## src/video_fmt_pkg.sv

```systemverilog
package video_fmt_pkg;

	////////////////////////////////////////////////////////////////////////////
	// Switch codes and widths
	////////////////////////////////////////////////////////////////////////////
	typedef logic [3:0] fmt_code_t;

	localparam fmt_code_t FMT_VGA     = 4'b0000; // 640x480
	localparam fmt_code_t FMT_SVGA    = 4'b0001; // 800x600
	localparam fmt_code_t FMT_XGA     = 4'b0011; // 1024x768
	localparam fmt_code_t FMT_HDTV720P = 4'b0010; // 1280x720, also the fallback
	localparam fmt_code_t FMT_SXGA    = 4'b1000; // 1280x1024
	localparam fmt_code_t FMT_CAMERA  = 4'b1001; // 720p variant with odd porches

	localparam int CNT_W         = 11; // Raster counter width
	localparam int DEBOUNCE_BITS = 16; // 2^16 stable cycles, ~1.3 ms at 50 MHz
	localparam int BAR_SHIFT     = 7;  // 128 pixel wide bars

	// Compare points, all as the last count of a region
	typedef struct packed {
		logic [CNT_W-1:0] hsblnk; // Last active pixel
		logic [CNT_W-1:0] hssync; // Hsync starts after this
		logic [CNT_W-1:0] hesync; // Last hsync pixel
		logic [CNT_W-1:0] heblnk; // Last pixel of the line
		logic [CNT_W-1:0] vsblnk;
		logic [CNT_W-1:0] vssync;
		logic [CNT_W-1:0] vesync;
		logic [CNT_W-1:0] veblnk;
		logic             neg_polarity; // Syncs idle high
	} video_timing_t;

	typedef struct packed {
		logic [CNT_W-1:0] hcount;
		logic [CNT_W-1:0] vcount;
		logic             hblnk;
		logic             vblnk;
		logic             hsync; // Raw, active high
		logic             vsync;
	} raster_t;

	typedef struct packed {
		logic [7:0] red;
		logic [7:0] green;
		logic [7:0] blue;
	} pixel_t;

	////////////////////////////////////////////////////////////////////////////
	// Timing table
	////////////////////////////////////////////////////////////////////////////
	// Active size, front porch, sync width, back porch per direction
	function automatic video_timing_t make_timing(input int pix_h, input int fp_h,
		input int sw_h, input int bp_h, input int lin_v, input int fp_v,
		input int sw_v, input int bp_v, input logic neg);
		video_timing_t t;
		t.hsblnk       = CNT_W'(pix_h - 1);
		t.hssync       = CNT_W'(pix_h - 1 + fp_h);
		t.hesync       = CNT_W'(pix_h - 1 + fp_h + sw_h);
		t.heblnk       = CNT_W'(pix_h - 1 + fp_h + sw_h + bp_h);
		t.vsblnk       = CNT_W'(lin_v - 1);
		t.vssync       = CNT_W'(lin_v - 1 + fp_v);
		t.vesync       = CNT_W'(lin_v - 1 + fp_v + sw_v);
		t.veblnk       = CNT_W'(lin_v - 1 + fp_v + sw_v + bp_v);
		t.neg_polarity = neg;
		return t;
	endfunction

	function automatic video_timing_t fmt_timing(input fmt_code_t code);
		case (code)
			FMT_VGA:    return make_timing( 640,  16,  96,  48, 480, 11, 2, 31, 1'b1);
			FMT_SVGA:   return make_timing( 800,  40, 128,  88, 600,  1, 4, 23, 1'b0);
			FMT_XGA:    return make_timing(1024,  24, 136, 160, 768,  3, 6, 29, 1'b1);
			FMT_SXGA:   return make_timing(1280,  48, 112, 248, 1024, 1, 3, 38, 1'b0);
			FMT_CAMERA: return make_timing(1280, 110,  39, 220, 720,  4, 4, 22, 1'b0);
			default:    return make_timing(1280, 110,  40, 220, 720,  5, 5, 20, 1'b0);
		endcase
	endfunction

endpackage

```

## src/format_switch.sv

```systemverilog
`timescale 1ns/1ps

module format_switch (
	input  logic                   clk50m_bufg,
	input  logic                   RSTBTN,
	input  logic [3:0]             sw,         // Raw switches, asynchronous
	output video_fmt_pkg::fmt_code_t fmt_sel,  // Settled format
	output logic                   fmt_change  // One cycle when fmt_sel moves
);

	import video_fmt_pkg::*;

	////////////////////////////////////////////////////////////////////////////
	// Two-flop synchronizer
	////////////////////////////////////////////////////////////////////////////
	logic [3:0] sw_meta; // First stage, may go metastable
	logic [3:0] sw_sync; // Safe to use from here on

	always_ff @(posedge clk50m_bufg) begin
		if (RSTBTN) begin
			sw_meta <= '0;
			sw_sync <= '0;
		end else begin
			sw_meta <= sw;
			sw_sync <= sw_meta;
		end
	end

	////////////////////////////////////////////////////////////////////////////
	// Debounce
	////////////////////////////////////////////////////////////////////////////
	fmt_code_t                cand;      // Value being timed
	logic [DEBOUNCE_BITS-1:0] stab_cnt;  // Cycles cand has held
	logic                     stab_done;

	// Counter parks at all ones
	assign stab_done = &stab_cnt;

	always_ff @(posedge clk50m_bufg) begin
		if (RSTBTN) begin
			cand     <= FMT_HDTV720P;
			stab_cnt <= '0;
		end else if (sw_sync != cand) begin
			// New setting or bounce, start over
			cand     <= sw_sync;
			stab_cnt <= '0;
		end else if (!stab_done) begin
			stab_cnt <= stab_cnt + 1'b1;
		end
	end

	////////////////////////////////////////////////////////////////////////////
	// Format register and change pulse
	////////////////////////////////////////////////////////////////////////////
	always_ff @(posedge clk50m_bufg) begin
		if (RSTBTN) begin
			fmt_sel    <= FMT_HDTV720P; // Boot in 720p
			fmt_change <= 1'b0;
		end else if (stab_done && sw_sync == cand) begin
			fmt_sel    <= cand;
			fmt_change <= (cand != fmt_sel); // Only once, fmt_sel catches up
		end else begin
			fmt_change <= 1'b0;
		end
	end

	// While parked, stab_done stays high every cycle
	// but the compare against fmt_sel keeps the pulse single
	// A bounce back to the old value before saturation
	// never reaches fmt_sel, nor does any code seen
	// for fewer than 2^DEBOUNCE_BITS cycles
	// Unknown codes pass through as they are
	// and the timing table maps them to 720p

endmodule

```

## src/raster_gen.sv

```systemverilog
`timescale 1ns/1ps

module raster_gen (
	input  logic                       clk50m_bufg,
	input  logic                       RSTBTN,
	input  video_fmt_pkg::fmt_code_t   fmt_sel,
	input  logic                       fmt_change,   // Load new timing, restart raster
	output video_fmt_pkg::raster_t     raster,       // Registered counters and flags
	output logic                       neg_polarity  // Aligned with raster
);

	import video_fmt_pkg::*;

	////////////////////////////////////////////////////////////////////////////
	// Timing register and counters
	////////////////////////////////////////////////////////////////////////////
	video_timing_t    tmg;    // Timing of the format in use
	logic [CNT_W-1:0] hcount; // Pixel in line
	logic [CNT_W-1:0] vcount; // Line in frame
	logic             h_last; // Last pixel of the line
	logic             v_last; // Last line of the frame

	assign h_last = (hcount == tmg.heblnk);
	assign v_last = (vcount == tmg.veblnk);

	always_ff @(posedge clk50m_bufg) begin
		if (RSTBTN) begin
			tmg    <= fmt_timing(FMT_HDTV720P);
			hcount <= '0;
			vcount <= '0;
		end else if (fmt_change) begin
			// New format, raster starts clean at the top left
			tmg    <= fmt_timing(fmt_sel);
			hcount <= '0;
			vcount <= '0;
		end else if (h_last) begin
			hcount <= '0;
			if (v_last)
				vcount <= '0; // Frame wrap
			else
				vcount <= vcount + 1'b1;
		end else begin
			hcount <= hcount + 1'b1;
		end
	end

	////////////////////////////////////////////////////////////////////////////
	// Blanking and raw sync
	////////////////////////////////////////////////////////////////////////////
	// One cycle behind the counters, compares use the held timing

	always_ff @(posedge clk50m_bufg) begin
		if (RSTBTN) begin
			raster       <= '0;
			neg_polarity <= 1'b0; // 720p is positive
		end else begin
			raster.hcount <= hcount;
			raster.vcount <= vcount;

			// Past the active area
			raster.hblnk <= (hcount > tmg.hsblnk);
			raster.vblnk <= (vcount > tmg.vsblnk);

			// Sync window (start, end]
			raster.hsync <= (hcount > tmg.hssync) && (hcount <= tmg.hesync);
			raster.vsync <= (vcount > tmg.vssync) && (vcount <= tmg.vesync);

			// Follows the timing so polarity flips with the new raster
			neg_polarity <= tmg.neg_polarity;
		end
	end

	// The timing register only moves together with a counter restart,
	// so the compares never mix old counts with new limits
	// for more than the single cycle of the change itself
	// hsync width is hesync - hssync cycles
	// and the line has heblnk + 1 cycles in all
	// vsync counts whole lines the same way

endmodule

```

## src/video_out.sv

```systemverilog
`timescale 1ns/1ps

module video_out (
	input  logic                   clk50m_bufg,
	input  logic                   RSTBTN,
	input  video_fmt_pkg::raster_t raster,
	input  logic                   neg_polarity, // 1 flips both syncs
	output logic                   hsync,
	output logic                   vsync,
	output logic                   de,           // Data enable
	output video_fmt_pkg::pixel_t  pixel
);

	import video_fmt_pkg::*;

	////////////////////////////////////////////////////////////////////////////
	// Bar pattern
	////////////////////////////////////////////////////////////////////////////
	logic [2:0] bar_idx;   // hcount / 128, modulo 8
	pixel_t     bar_color;

	assign bar_idx = raster.hcount[BAR_SHIFT +: 3];

	always_comb begin
		case (bar_idx)
			3'd0:    bar_color = {8'hff, 8'hff, 8'hff}; // White
			3'd1:    bar_color = {8'hff, 8'hff, 8'h00}; // Yellow
			3'd2:    bar_color = {8'h00, 8'hff, 8'hff}; // Cyan
			3'd3:    bar_color = {8'h00, 8'hff, 8'h00}; // Green
			3'd4:    bar_color = {8'hff, 8'h00, 8'hff}; // Magenta
			3'd5:    bar_color = {8'hff, 8'h00, 8'h00}; // Red
			3'd6:    bar_color = {8'h00, 8'h00, 8'hff}; // Blue
			default: bar_color = {8'h00, 8'h00, 8'h00}; // Black
		endcase
	end

	////////////////////////////////////////////////////////////////////////////
	// Stage 1, polarity and active
	////////////////////////////////////////////////////////////////////////////
	logic   active_s1;
	logic   hsync_s1;
	logic   vsync_s1;
	pixel_t color_s1;

	always_ff @(posedge clk50m_bufg) begin
		if (RSTBTN) begin
			active_s1 <= 1'b0;
			hsync_s1  <= 1'b0; // Inactive for 720p
			vsync_s1  <= 1'b0;
		end else begin
			active_s1 <= !raster.hblnk && !raster.vblnk;
			hsync_s1  <= raster.hsync ^ neg_polarity;
			vsync_s1  <= raster.vsync ^ neg_polarity;
		end
	end

	always_ff @(posedge clk50m_bufg)
		color_s1 <= bar_color; // Masked in stage 2

	////////////////////////////////////////////////////////////////////////////
	// Stage 2, output registers
	////////////////////////////////////////////////////////////////////////////
	always_ff @(posedge clk50m_bufg) begin
		if (RSTBTN) begin
			hsync <= 1'b0;
			vsync <= 1'b0;
			de    <= 1'b0;
			pixel <= '0;
		end else begin
			hsync <= hsync_s1;
			vsync <= vsync_s1;
			de    <= active_s1;
			pixel <= active_s1 ? color_s1 : '0; // Black in blanking
		end
	end

endmodule

```

## src/video_timing_top.sv

```systemverilog
`timescale 1ns/1ps

module video_timing_top (
	input  logic                     clk50m_bufg, // Doubles as pixel clock
	input  logic                     RSTBTN,
	input  logic [3:0]               sw,          // Format select switches
	output logic                     hsync,
	output logic                     vsync,
	output logic                     de,
	output video_fmt_pkg::pixel_t    pixel,
	output video_fmt_pkg::fmt_code_t fmt_status   // Format in use
);

	import video_fmt_pkg::*;

	fmt_code_t fmt_sel;
	logic      fmt_change;
	raster_t   raster;
	logic      neg_polarity;

	// Switches in, settled format out
	format_switch format_switch_i (
		.clk50m_bufg (clk50m_bufg),
		.RSTBTN      (RSTBTN),
		.sw          (sw),
		.fmt_sel     (fmt_sel),
		.fmt_change  (fmt_change)
	);

	// Counters, blanking, raw sync
	raster_gen raster_gen_i (
		.clk50m_bufg  (clk50m_bufg),
		.RSTBTN       (RSTBTN),
		.fmt_sel      (fmt_sel),
		.fmt_change   (fmt_change),
		.raster       (raster),
		.neg_polarity (neg_polarity)
	);

	// Two cycles to the pins
	video_out video_out_i (
		.clk50m_bufg  (clk50m_bufg),
		.RSTBTN       (RSTBTN),
		.raster       (raster),
		.neg_polarity (neg_polarity),
		.hsync        (hsync),
		.vsync        (vsync),
		.de           (de),
		.pixel        (pixel)
	);

	assign fmt_status = fmt_sel;

endmodule
```

## config.mk

```make
export PLATFORM = sky130hd
export DESIGN_NAME = video_timing_top
export DESIGN_NICKNAME = d
export VERILOG_FILES = /design/src/video_fmt_pkg.sv /design/src/format_switch.sv /design/src/raster_gen.sv /design/src/video_out.sv /design/src/video_timing_top.sv
export SDC_FILE = /design/constraint.sdc
export NUM_CORES = 1
export LEC_CHECK = 0
export BUFFER_PORTS_ARGS = -buffer_cell sky130_fd_sc_hd__buf_2
export CAP_MARGIN = 25
export CORE_ASPECT_RATIO = 0.5
export CORE_MARGIN = 2
export CORE_UTILIZATION = 29
export CTS_CLUSTER_DIAMETER = 60
export DETAILED_ROUTE_END_ITERATION = 6
export SLEW_MARGIN = 30
export SYNTH_ARGS = -nofsm -noshare
export SYNTH_HDL_FRONTEND = slang
export SYNTH_HIERARCHICAL = 1
export SYNTH_SLANG_ARGS = --single-unit
```

## constraint.sdc

```tcl
create_clock -name clk50m_bufg -period 1.94 [get_ports clk50m_bufg]
set_input_delay 0.097 -clock clk50m_bufg [delete_from_list [all_inputs] [get_ports clk50m_bufg]]
set_output_delay 0.097 -clock clk50m_bufg [all_outputs]
set_load 0.1 [all_outputs]
```

; Word level (Yosys, flattened, before mapping)
; Index checks and enable logic that the tools add are counted.
[classes]
n_addsub = 3
bitwise = 4
eq_ne = 15
order_cmp = 6
n_reduce_logical = 14
mux = 3
[op_table]
columns = operator, n
row1 = 89-bit case mux with 5 select lines, 1
row2 = 24-bit case mux with 7 select lines, 1
row3 = 11-bit greater-than comparator, 4
row4 = "11-bit by 1-bit adder with 11-bit output, second input constant", 2
row5 = 11-bit equality test, 2
row6 = 11-bit less-or-equal comparator, 2
row7 = "16-bit by 1-bit adder with 16-bit output, second input constant", 1
row8 = 16-bit AND reduction, 1
row9 = 11-bit 2-to-1 mux, 1
row10 = "3-bit equality test, second input constant", 3
row11 = "4-bit equality test, second input constant", 2
row12 = 4-bit != test, 2
row13 = 2-bit OR reduction, 4
row14 = "3-bit by 2-bit equality test with 1-bit output, second input constant", 2
row15 = "4-bit by 1-bit equality test with 1-bit output, second input constant", 1
row16 = "4-bit by 2-bit equality test with 1-bit output, second input constant", 1
row17 = 4-bit equality test, 1
row18 = 1-bit logical AND, 4
row19 = 4-bit logical NOT, 1
row20 = "3-bit by 1-bit equality test with 1-bit output, second input constant", 1
row21 = 3-bit logical NOT, 1
row22 = 3-bit OR reduction, 1
row23 = 1-bit logical NOT, 2
row24 = 1-bit NOT, 2
row25 = 1-bit bitwise XOR, 2
[word_totals]
ff_bits = 213
output_inout_bits = 31

; Depth between registers and ports, before layout
; Gate-level depths: netlist of run 1.
[depth]
word_depth = 4
depth_mapped = 8
mapped_depth_nobuf = 7

; Modules after synthesis
; Netlist of run 1, hierarchy kept.
[modules_own_cells]
columns = mod, area_each_um2, n_inst, cells_each
row1 = raster_gen, 4254.1, 1, 491
row2 = format_switch, 1445.1, 1, 152
row3 = video_out, 484.2, 1, 47

; Worst setup path after synthesis of run 1
; Ideal clock, no wire load.
[synth_path]
path_type = register to register
start = register format_switch_i.fmt_sel[1]
end = register raster_gen_i/tmg[29] (netlist name)
n_path_buf = 1
arrival_ns = 1.929
path_stages_with_launch = 7
required_ns = 1.808
setup_ns = 0.132
slack_ns = -0.121
cell_sequence = dfxtp_1 clkbuf_1 and2_1 nor2b_1 a21oi_1 nor3_1 a21oi_1
[synth_via]
elab_chain_cells = 2
word_cells_on_any_way = 6
[synth_rtl]
columns = item, line_no
row1 = start: declaration, format_switch.sv:7  ; output video_fmt_pkg::fmt_code_t fmt_sel,
row2 = start signal: assignment, format_switch.sv:60  ; fmt_sel <= cand;
row3 = 4-bit equality test (tied with other cells), video_fmt_pkg.sv:68  ; case (code)
row4 = 89-bit case mux with 5 select lines (*), video_fmt_pkg.sv:68
row5 = end signal: assignment, raster_gen.sv:28  ; tmg <= fmt_timing(FMT_HDTV720P);
row6 = end signal: assignment, raster_gen.sv:33  ; tmg <= fmt_timing(fmt_sel);
row7 = end: declaration, raster_gen.sv:17  ; video_timing_t tmg;
; Mark *: on every way between the ends. The rest lies on a longest branch, timed or not.
; A chain may end at the register's enable or synchronous reset.

==> results of run 1 <==
-- power breakdown --
part | leakage (nW) | total, mW | internal, mW | switching, mW
combinational | 1.83 | 0.451 | 0.121 | 0.330
clock | 0.146 | 1.94 | 1.13 | 0.815
sequential | 0.869 | 2.25 | 2.22 | 0.0279
-- final cells by class --
type	count	share of cell area [%]
timing repair buffer	80	7.85
clock inverter	4	1.15
tap	266	5.02
clock buffer	11	3.51
multi-input combinational	454	47.6
inverter	42	2.38
sequential	107	32.5
-- through the flow --
stage               TNS [ps]  util (%)  hold slack, ps  cell area (µm²)
finish                     0      34.2             190             6630
global route           -6.21      34.2             215             6630
CTS                        0      33.7             192             6530
detailed placement         0      31.9             312             6180
global placement           0      31.9             305             6180
floorplan                  0         -             168             5690
-- routing by layer --
metal  GRT usage [%]  part of all wire, %  wire, µm  vias up
met3            1.86                  4.2       552       19
met1            17.4                   50      6450     2151
met4            3.82                  1.7       218        0
li1                -                    -         -     2343
met2            21.4                   44      5780      114
met5               0                    0         0        -
-- layout by cell type, fill, tap and decap left out, types with 5 or more instances in the layout --
cell type                   count
sky130_fd_sc_hd__dfxtp_2        5
sky130_fd_sc_hd__nor2b_1       21
sky130_fd_sc_hd__and2_1         5
sky130_fd_sc_hd__o21ai_0       13
sky130_fd_sc_hd__a21o_1        10
sky130_fd_sc_hd__or4_1          5
sky130_fd_sc_hd__dfxtp_1      101
sky130_fd_sc_hd__nand4b_1       6
sky130_fd_sc_hd__nand3_1       24
sky130_fd_sc_hd__buf_4         40
sky130_fd_sc_hd__and3_1        11
sky130_fd_sc_hd__o21ai_1        6
sky130_fd_sc_hd__mux2i_1        5
sky130_fd_sc_hd__inv_1         39
sky130_fd_sc_hd__ha_1          42
sky130_fd_sc_hd__nor2_1        51
sky130_fd_sc_hd__clkbuf_16      9
sky130_fd_sc_hd__nand4_1       17
sky130_fd_sc_hd__buf_2         36
sky130_fd_sc_hd__nand2b_1      18
sky130_fd_sc_hd__o31ai_1        7
sky130_fd_sc_hd__xnor2_1       12
sky130_fd_sc_hd__nor3_1        14
sky130_fd_sc_hd__xor2_1        23
sky130_fd_sc_hd__a31oi_1        9
sky130_fd_sc_hd__a21oi_1       52
sky130_fd_sc_hd__nand2_1       39
-- sequential cells by signal, summed over array words and instances (netlist names), 3 cells and up --
signal / flops
raster_gen_i/tmg: 32
format_switch_i/stab_cnt: 16
raster_gen_i/hcount: 11
raster_gen_i/vcount: 11
raster_gen_i/raster: 7
format_switch_i/cand: 4
format_switch_i/fmt_sel: 4
format_switch_i/sw_meta: 4
format_switch_i/sw_sync: 4
video_out_i/color_s1: 3
video_out_i/pixel: 3
-- critical path: cells and delay by family, from the launching register on --
kind / cells / cell delay (ps)
adder cells (fa/ha/maj): 1 / 290
AND/OR/NAND/NOR: 2 / 860
AO/OA/AOI/OAI: 2 / 240
flip-flops: 1 / 360
-- worst paths after layout --
check                                from                       to  slack [ps]  depth (start not counted)
setup reg to reg     raster_gen_i/tmg[56]   raster_gen_i/vcount[3]          80                          5
setup / recovery     raster_gen_i/tmg[56]   raster_gen_i/vcount[3]          80                          5
hold / removal                     RSTBTN     raster_gen_i/tmg[26]         190                          2
hold reg to reg   raster_gen_i/raster[22]  video_out_i/color_s1[6]         360                          1
-- what timing repair did --
item                                   CTS  global route
setup endpoints to repair                0            21
setup buffers                            0             3
gates resized for setup                  0            18
endpoints found under the hold margin    4             0
hold buffers                             4             0
==> run summary, run 1 <==
run status = completed
Worst Max-Slew Pin Slew = 539 ps
data arrival time of the critical path = 2090 ps
cell area power density = 701 mW/mm²
count of final setup violators = 0
die extent in x = 202 µm
highest fanout seen on the critical path = 6
Global Route Usage Sum = 12.8%
source-to-sink clock delay at the later pin of the worst-skew pair = 340 ps
total power consumption of the routed design = 4.65 mW
post-layout minimum cycle time = 1860 ps
# rows = 36
first-pass GRT wire length = 21,600 µm
final standard cell count with taps included and fillers excluded = 964
period utilisation layout = 96.1%
Layout fillers = 2,006
full die area = 0.0208 mm²
area grow syn2layout = 16.4%
maximum clock insertion buffer count = 2
Vias/cell = 4.80
Final Wtd Congestion = 0.906
Critical Path End Type = flip-flop
DR iter-0 viols = 273
Max Clk Rate = 0.536 GHz
count of port buffers added during placement = 36
Starting Density = 29.4%
final WL = 13,000 µm
Static Leakage = 2.84 nW
Sinks on Clock Net = 107
Setup crit start kind = flip-flop
Post-route DRC = 0
clock buffer count from CTS = 9
share of post-route cells with drive strength above 1 = 18.3%
boundary pin count = 37
Final Hold Vio Count = 0
net count after synthesis = 701
total number of vias = 4,627
number of global-route vias before repair = 4,230
Clk pin slew, worst setup/hold paths = 70 ps
Slew Limit Fails = 0
kind of critical path = flip-flop to flip-flop
Netlist Area Pre-Place = 0.00569 mm²
Setup WS post-layout = 75.8 ps
WL per Instance = 13.5 µm
number of warnings reported in the yosys synthesis log = 6
largest net degree at the start of global routing = 25
number of diodes added for antenna fixing = 0
remaining global-route overflow = 0
Worst Hold Class = primary input to flip-flop
cells along the critical path = ha_4 > nand4_1 > or4_4 > o21ai_2 > a21oi_1
post-synthesis instance total = 651
CTS tree = built
height of the chip = 103 µm
worst slack after detailed placement = 36.9 ps
peak supply drop = 0.479 mV
critical path's largest stage delay = 690 ps
Initial DRT Pass Iterations = 4
initial antenna violation count = 0
CP max stage cell = sky130_fd_sc_hd__or4_4
DRT antenna net count = 0
number of cells after detailed placement = 941
net count reported at finish = 744
area of all sequential standard cells = 0.00215 mm²
Clk Tree Root Cell = sky130_fd_sc_hd__clkbuf_16
Clock H-tree levels = 3
clock skew after layout = 7.80 ps
HPWL reported at the end of detailed placement = 9490 µm
number of max-cap violations = 0
Required @ worst endpoint = 2160 ps
average cell area after synthesis = 8.74 µm²
total core area = 0.0194 mm²
Multi-input gate area = 0.00315 mm²
Slew HR = 63.8%
(Power assumes the default switching activity.)
==> inputs of run 2 (changes only) <==
--- a/config.mk
+++ b/config.mk
@@ -9,9 +9,10 @@
 export CAP_MARGIN = 25
 export CORE_ASPECT_RATIO = 0.5
 export CORE_MARGIN = 2
-export CORE_UTILIZATION = 29
+export CORE_UTILIZATION = 55
 export CTS_CLUSTER_DIAMETER = 60
 export DETAILED_ROUTE_END_ITERATION = 6
+export PLACE_DENSITY = 0.76
 export SLEW_MARGIN = 30
 export SYNTH_ARGS = -nofsm -noshare
 export SYNTH_HDL_FRONTEND = slang
==> run 2 against run 1 <==
Compared with the run above:
- total power increased by 0.59%
- core utilization grew 30 points
- sequential share of layout area increased by 0.77 points
- fmax is 2.6% lower
- worst setup slack worse by 50 ps
- sequential cell count unchanged
- largest power group unchanged
- critical endpoint is now raster_gen_i/vcount[8]
- via count is 2.1% higher
- non-clock buffer count down 2
- die area decreased by 46%
- cell count is 13% lower
- largest cell class unchanged
- critical path type unchanged
- critical path depth unchanged
- clock power barely moved
==> run summary, run 2 (synthesized netlist as in run 1, its figures left out) <==
run status = completed
number of max-cap violations = 0 (unchanged)
data arrival time of the critical path = 2140 ps (+50 ps)
internal power = 3.48 mW (+0.15%)
Clk Tree Root Cell = sky130_fd_sc_hd__clkbuf_16
full die area = 0.0112 mm² (-46%)
# rows = 26 (-28%)
Global Route Usage Sum = 24.2% (+11 points)
switching power share of the total = 25.6% (+0.32 points)
source-to-sink clock delay at the later pin of the worst-skew pair = 350 ps (about the same)
CP max stage cell = sky130_fd_sc_hd__or4_4
initial antenna violation count = 0 (unchanged)
RSZ-0062 raised after global routing = false
setup TNS = 0 ps (unchanged)
commonest non-fill, non-tap cells in the layout = 99 x sky130_fd_sc_hd__dfxtp_1, 52 x sky130_fd_sc_hd__a21oi_1, 51 x sky130_fd_sc_hd__nor2_1
Critical Path End Type = flip-flop
Max Clk Rate = 0.522 GHz (-2.6%)
count of final setup violators = 0 (unchanged)
minimum hold slack = 166 ps (-24.3 ps)
Static Leakage = 2.84 nW (about the same)
Initial DRT Pass Iterations = 4 (unchanged)
DR iter-0 viols = 316 (+16%)
Post-route DRC = 0 (unchanged)
area grow syn2layout = 13.7%
Vias/cell = 5.64 (+18%)
power dissipated by switching net loads = 1.19 mW (+1.9%)
total number of vias = 4,724 (+2.1%)
Setup crit start kind = flip-flop
largest net degree at the start of global routing = 27 (+8.0%)
share of post-route cells with drive strength above 1 = 19.1% (+0.74 points)
Slew Limit Fails = 0 (unchanged)
Final Wtd Congestion = 0.904 (-0.17%)
Placed Area = 0.00601 mm² (-2.7%)
Setup WS post-layout = 25.6 ps (-50.2 ps)
most frequent standard cell in the layout excluding fill and tap cells = sky130_fd_sc_hd__dfxtp_1
worst slack after detailed placement = 65.9 ps (+29.0 ps)
Clock H-tree levels = 3 (unchanged)
final WL = 13,300 µm (+2.0%)
DRT antenna net count = 0 (unchanged)
Flop pwr share = 48.4% (about the same)
post-layout minimum cycle time = 1910 ps (+50.2 ps)
net count reported at finish = 742 (-0.27%)
count of port buffers added during placement = 36 (unchanged)
boundary pin count = 37 (unchanged)
period utilisation layout = 98.7% (+2.6 points)
height of the chip = 75.9 µm (-26%)
Starting Density = 56.1% (+27 points)
kind of critical path = flip-flop to flip-flop
Required @ worst endpoint = 2170 ps (about the same)
first-pass GRT wire length = 21,600 µm (about the same)
Logic pwr share = 9.4% (-0.3 points)
Final Hold Vio Count = 0 (unchanged)
clock buffer count from CTS = 9 (unchanged)
clock network fraction of design power = 42.2% (+0.4 points)
Clk pin slew, worst setup/hold paths = 70 ps (about the same)
number of diodes added for antenna fixing = 0 (unchanged)
cells along the critical path = xnor2_1 > nand4_1 > or4_4 > o21ai_2 > a21oi_1
cell area power density = 722 mW/mm² (+3.0%)
peak supply drop = 0.430 mV (-10%)
Worst Max-Slew Pin Slew = 545 ps (+5.33 ps)
Sinks on Clock Net = 107 (unchanged)
highest fanout seen on the critical path = 6 (unchanged)
Largest regs = raster_gen_i/tmg x32, format_switch_i/stab_cnt x16
clock skew after layout = 5.26 ps (-2.53 ps)
register containing the most flip-flops in the final layout = raster_gen_i/tmg
maximum clock insertion buffer count = 2 (unchanged)
Layout fillers = 851 (-58%)
die extent in x = 148 µm (-27%)
Slew HR = 63.5% (-0.21 points)
number of global-route vias before repair = 4,348 (+2.8%)
Worst Hold Class = primary input to flip-flop
remaining global-route overflow = 0 (unchanged)
critical path's largest stage delay = 680 ps (about the same)
CTS tree = built
WL per Instance = 15.8 µm (+18%)
total core area = 0.0101 mm² (-48%)
post-route cell area = 0.00647 mm² (-2.3%)
HPWL reported at the end of detailed placement = 9610 µm (+1.3%)
max FFs per register = 32 (unchanged)
## run 2: through the flow
stage          power, mW  instances  utilization [%]
2_1_floorplan       2.67        651                -
3_3_place_gp        2.72        814             59.2
3_5_place_dp        2.73        814             59.2
4_1_cts             4.70        834             62.8
5_1_grt             4.85        837             63.8
6_report            4.67        837             63.8
## run 2: path summary, 6_finish.rpt
path	start	end	slack, ps	cells past startpoint
worst max register to register	raster_gen_i/hcount[3]	raster_gen_i/vcount[8]	30	5
worst min-delay path	RSTBTN	raster_gen_i/raster[24]	170	2
worst max-delay path	raster_gen_i/hcount[3]	raster_gen_i/vcount[8]	30	5
worst min register to register	raster_gen_i/raster[22]	video_out_i/color_s1[6]	360	1
## run 2: final cells by class
| cell class | count | area (µm²) | share of cell area, % |
|---|---|---|---|
| timing repair buffer | 78 | 505 | 7.81 |
| clock inverter | 7 | 98.8 | 1.53 |
| clock buffer | 9 | 225 | 3.48 |
| inverter | 42 | 158 | 2.44 |
| sequential | 107 | 2150 | 33.2 |
| multi-input combinational | 454 | 3160 | 48.8 |
| tap | 140 | 175 | 2.71 |
## run 2: per-layer routing
metal  wire length [µm]  track usage [%]  vias up
li1                   -                -     2349
met1               6190             33.0     2189
met2               5860             37.6      151
met3                790             5.60       35
met4                420             9.05        0
met5                  0                0        -
## run 2: timing repair
item,4_1_cts,5_1_grt
setup endpoints to repair,0,22
setup buffers,0,2
hold buffers,4,0
gates resized for setup,0,20
hold endpoints to repair,4,0
## run 2: worst max-delay path: cells and delay by family (launching register included)
kind | cells | cell delay, ps
simple gates | 2 | 910
compound gates | 2 | 230
flops | 1 | 450
xor+xnor | 1 | 200
## run 2: power groups by stage
stage / clock network [mW] / registers, mW / logic [mW]
floorplan: 0 / 2.34 / 0.335
global placement: 0 / 2.31 / 0.416
detailed placement: 0 / 2.31 / 0.420
CTS: 2.01 / 2.26 / 0.429
global route: 2.12 / 2.26 / 0.465
finish: 1.97 / 2.26 / 0.442
==> inputs of run 3 (changes only) <==
--- a/config.mk
+++ b/config.mk
@@ -5,14 +5,15 @@
 export SDC_FILE = /design/constraint.sdc
 export NUM_CORES = 1
 export LEC_CHECK = 0
+export ABC_AREA = 1
 export BUFFER_PORTS_ARGS = -buffer_cell sky130_fd_sc_hd__buf_2
 export CAP_MARGIN = 25
 export CORE_ASPECT_RATIO = 0.5
 export CORE_MARGIN = 2
-export CORE_UTILIZATION = 55
+export CORE_UTILIZATION = 56
 export CTS_CLUSTER_DIAMETER = 60
 export DETAILED_ROUTE_END_ITERATION = 6
-export PLACE_DENSITY = 0.76
+export PLACE_DENSITY = 0.77
 export SLEW_MARGIN = 30
 export SYNTH_ARGS = -nofsm -noshare
 export SYNTH_HDL_FRONTEND = slang
==> run 3 against run 2 <==
Compared with the run above:
- fmax increased by 5.4%
- synthesized area increased by 5.8%
- total power decreased by 4.9%
- cell area increased by 1.9%
- sequential share of layout area decreased by 0.71 points
- cell count increased by 26%
- sequential cell count unchanged
- non-clock buffer count decreased by 25
- critical endpoint is now raster_gen_i/vcount[10]
- highest routed layer unchanged
==> run summary, run 3 <==
run status = completed
data arrival time of the critical path = 2110 ps (-30 ps)
maximum clock insertion buffer count = 2 (unchanged)
number of max-cap violations = 0 (unchanged)
CTS tree = built
DR iter-0 viols = 626 (+98%)
source-to-sink clock delay at the later pin of the worst-skew pair = 360 ps (about the same)
net count reported at finish = 957 (+29%)
clock buffer count from CTS = 9 (unchanged)
final WL = 14,400 µm (+8.8%)
register containing the most flip-flops in the final layout = raster_gen_i/tmg
post-route cell area = 0.00660 mm² (+1.9%)
clock network fraction of design power = 41.2% (-1.0 points)
boundary pin count = 37 (unchanged)
clock skew after layout = 11.1 ps (+5.81 ps)
number of global-route vias before repair = 5,005 (+15%)
setup TNS = 0 ps (unchanged)
Netlist Area Pre-Place = 0.00602 mm² (+5.8%)
switching power share of the total = 27.0% (+1.4 points)
Critical Path End Type = flip-flop
Flop pwr share = 50.4% (+2.0 points)
Final Wtd Congestion = 0.969 (+7.1%)
cell area power density = 674 mW/mm² (-6.7%)
power dissipated by switching net loads = 1.20 mW (+0.24%)
commonest non-fill, non-tap cells in the layout = 235 x sky130_fd_sc_hd__nand2_1, 122 x sky130_fd_sc_hd__inv_1, 110 x sky130_fd_sc_hd__nor2_1
Required @ worst endpoint = 2240 ps (+70 ps)
full die area = 0.0116 mm² (+3.7%)
DRT antenna net count = 0 (unchanged)
postcts setup bufs = 0 (unchanged)
Setup crit start kind = flip-flop
initial antenna violation count = 0 (unchanged)
Clk pin slew, worst setup/hold paths = 70 ps (about the same)
Layout fillers = 958 (+13%)
Logic pwr share = 8.4% (-1.0 points)
average cell area after synthesis = 6.86 µm² (-22%)
internal power = 3.25 mW (-6.7%)
highest fanout seen on the critical path = 6 (unchanged)
kind of critical path = flip-flop to flip-flop
Max Clk Rate = 0.551 GHz (+5.4%)
Placed Area = 0.00622 mm² (+3.5%)
number of warnings reported in the yosys synthesis log = 6 (unchanged)
Global Route Usage Sum = 26.3% (+2.1 points)
# rows = 26 (unchanged)
total number of vias = 5,595 (+18%)
most frequent standard cell in the layout excluding fill and tap cells = sky130_fd_sc_hd__nand2_1
Largest regs = raster_gen_i/tmg x32, format_switch_i/stab_cnt x16
Slew Limit Fails = 0 (unchanged)
HPWL reported at the end of detailed placement = 11,000 µm (+14%)
Multi-input gate area = 0.00315 mm² (-0.28%)
height of the chip = 77.3 µm (+1.8%)
Clock H-tree levels = 3 (unchanged)
Sinks on Clock Net = 107 (unchanged)
first-pass GRT wire length = 23,900 µm (+11%)
Initial DRT Pass Iterations = 5 (+1)
post-layout minimum cycle time = 1820 ps (-98.6 ps)
Slew HR = 66.1% (+2.6 points)
Post-route DRC = 0 (unchanged)
Starting Density = 58.2% (+2.1 points)
Static Leakage = 3.18 nW (+12%)
Worst Max-Slew Pin Slew = 512 ps (-33.0 ps)
RSZ-0062 raised after global routing = false
Final Hold Vio Count = 0 (unchanged)
number of diodes added for antenna fixing = 0 (unchanged)
largest net degree at the start of global routing = 19 (-30%)
max FFs per register = 32 (unchanged)
total core area = 0.0103 mm² (+1.9%)
area of all sequential standard cells = 0.00215 mm² (-0.23%)
area grow syn2layout = 9.56%
die extent in x = 151 µm (+1.9%)
net count after synthesis = 928 (+32%)
count of final setup violators = 0 (unchanged)
period utilisation layout = 93.6% (-5.1 points)
remaining global-route overflow = 0 (unchanged)
count of port buffers added during placement = 36 (unchanged)
WL per Instance = 13.7 µm (-13%)
Clk Tree Root Cell = sky130_fd_sc_hd__clkbuf_16
share of post-route cells with drive strength above 1 = 12.4% (-6.7 points)
Worst Hold Class = primary input to flip-flop
post-synthesis instance total = 878 (+35%)
peak supply drop = 0.524 mV (+22%)
Vias/cell = 5.32 (-5.8%)
## run 3: final timing paths
kind | slack [ps] | depth (start not counted) | startpoint | end
hold reg to reg | 360 | 1 | raster_gen_i/raster[24] | video_out_i/color_s1[14]
setup / recovery | 120 | 11 | raster_gen_i/tmg[68] | raster_gen_i/vcount[10]
setup reg to reg | 120 | 11 | raster_gen_i/tmg[68] | raster_gen_i/vcount[10]
hold / removal | 20 | 2 | RSTBTN | raster_gen_i/tmg[24]
## run 3: through the flow
stage / worst slack (ps) / util [%] / power (mW) / cells / hold WS [ps]
after floorplan: 67.6 / - / 2.63 / 878 / 168
after global placement: 198 / 60.2 / 2.65 / 1031 / 298
after detailed placement: 61.6 / 60.2 / 2.66 / 1031 / 309
after CTS: 33.6 / 63.4 / 4.48 / 1051 / 4.01
after global routing: 2.49 / 63.8 / 4.59 / 1052 / 7.01
final: 124 / 63.8 / 4.44 / 1052 / 18.1
## run 3: what timing repair did
action / CTS / global route
hold buffers: 4 / 0
setup endpoints to repair: 0 / 21
hold endpoints to repair: 4 / 0
gates resized for setup: 0 / 9
## run 3: worst max-delay path: stages (launching register included)
cell                      delay (ps)
sky130_fd_sc_hd__dfxtp_1         350
sky130_fd_sc_hd__inv_1            60
sky130_fd_sc_hd__ha_1            290
sky130_fd_sc_hd__nand2_1          80
sky130_fd_sc_hd__inv_2            90
sky130_fd_sc_hd__nand2_1          60
sky130_fd_sc_hd__nor2_1          140
sky130_fd_sc_hd__nand3_2         150
sky130_fd_sc_hd__nor2_4          210
sky130_fd_sc_hd__buf_4           170
sky130_fd_sc_hd__nand4_1          80
sky130_fd_sc_hd__nand2_1          70
## run 3: area by class of cell
| type | instances | share of cell area (%) |
|---|---|---|
| sequential | 107 | 32.5 |
| tap | 140 | 2.66 |
| clock inverter | 5 | 0.645 |
| multi-input combinational | 600 | 47.7 |
| clock buffer | 11 | 3.83 |
| inverter | 136 | 7.78 |
| timing repair buffer | 53 | 4.82 |
## run 3: power by group through the flow
stage	Clock (mW)	Combinational (mW)	Sequential, mW
CTS	1.86	0.375	2.24
finish	1.83	0.375	2.24
floorplan	0	0.311	2.32
global placement	0	0.364	2.29
detailed placement	0	0.368	2.29
global route	1.95	0.400	2.24
## run 3: metal layers
metal / share of wire (%) / wire (µm) / track usage, %
met3: 8.4 / 1210 / 5.77
met5: 0 / 0 / 0
met4: 1.8 / 253 / 8.50
met1: 46 / 6650 / 36.1
met2: 44 / 6330 / 41.1
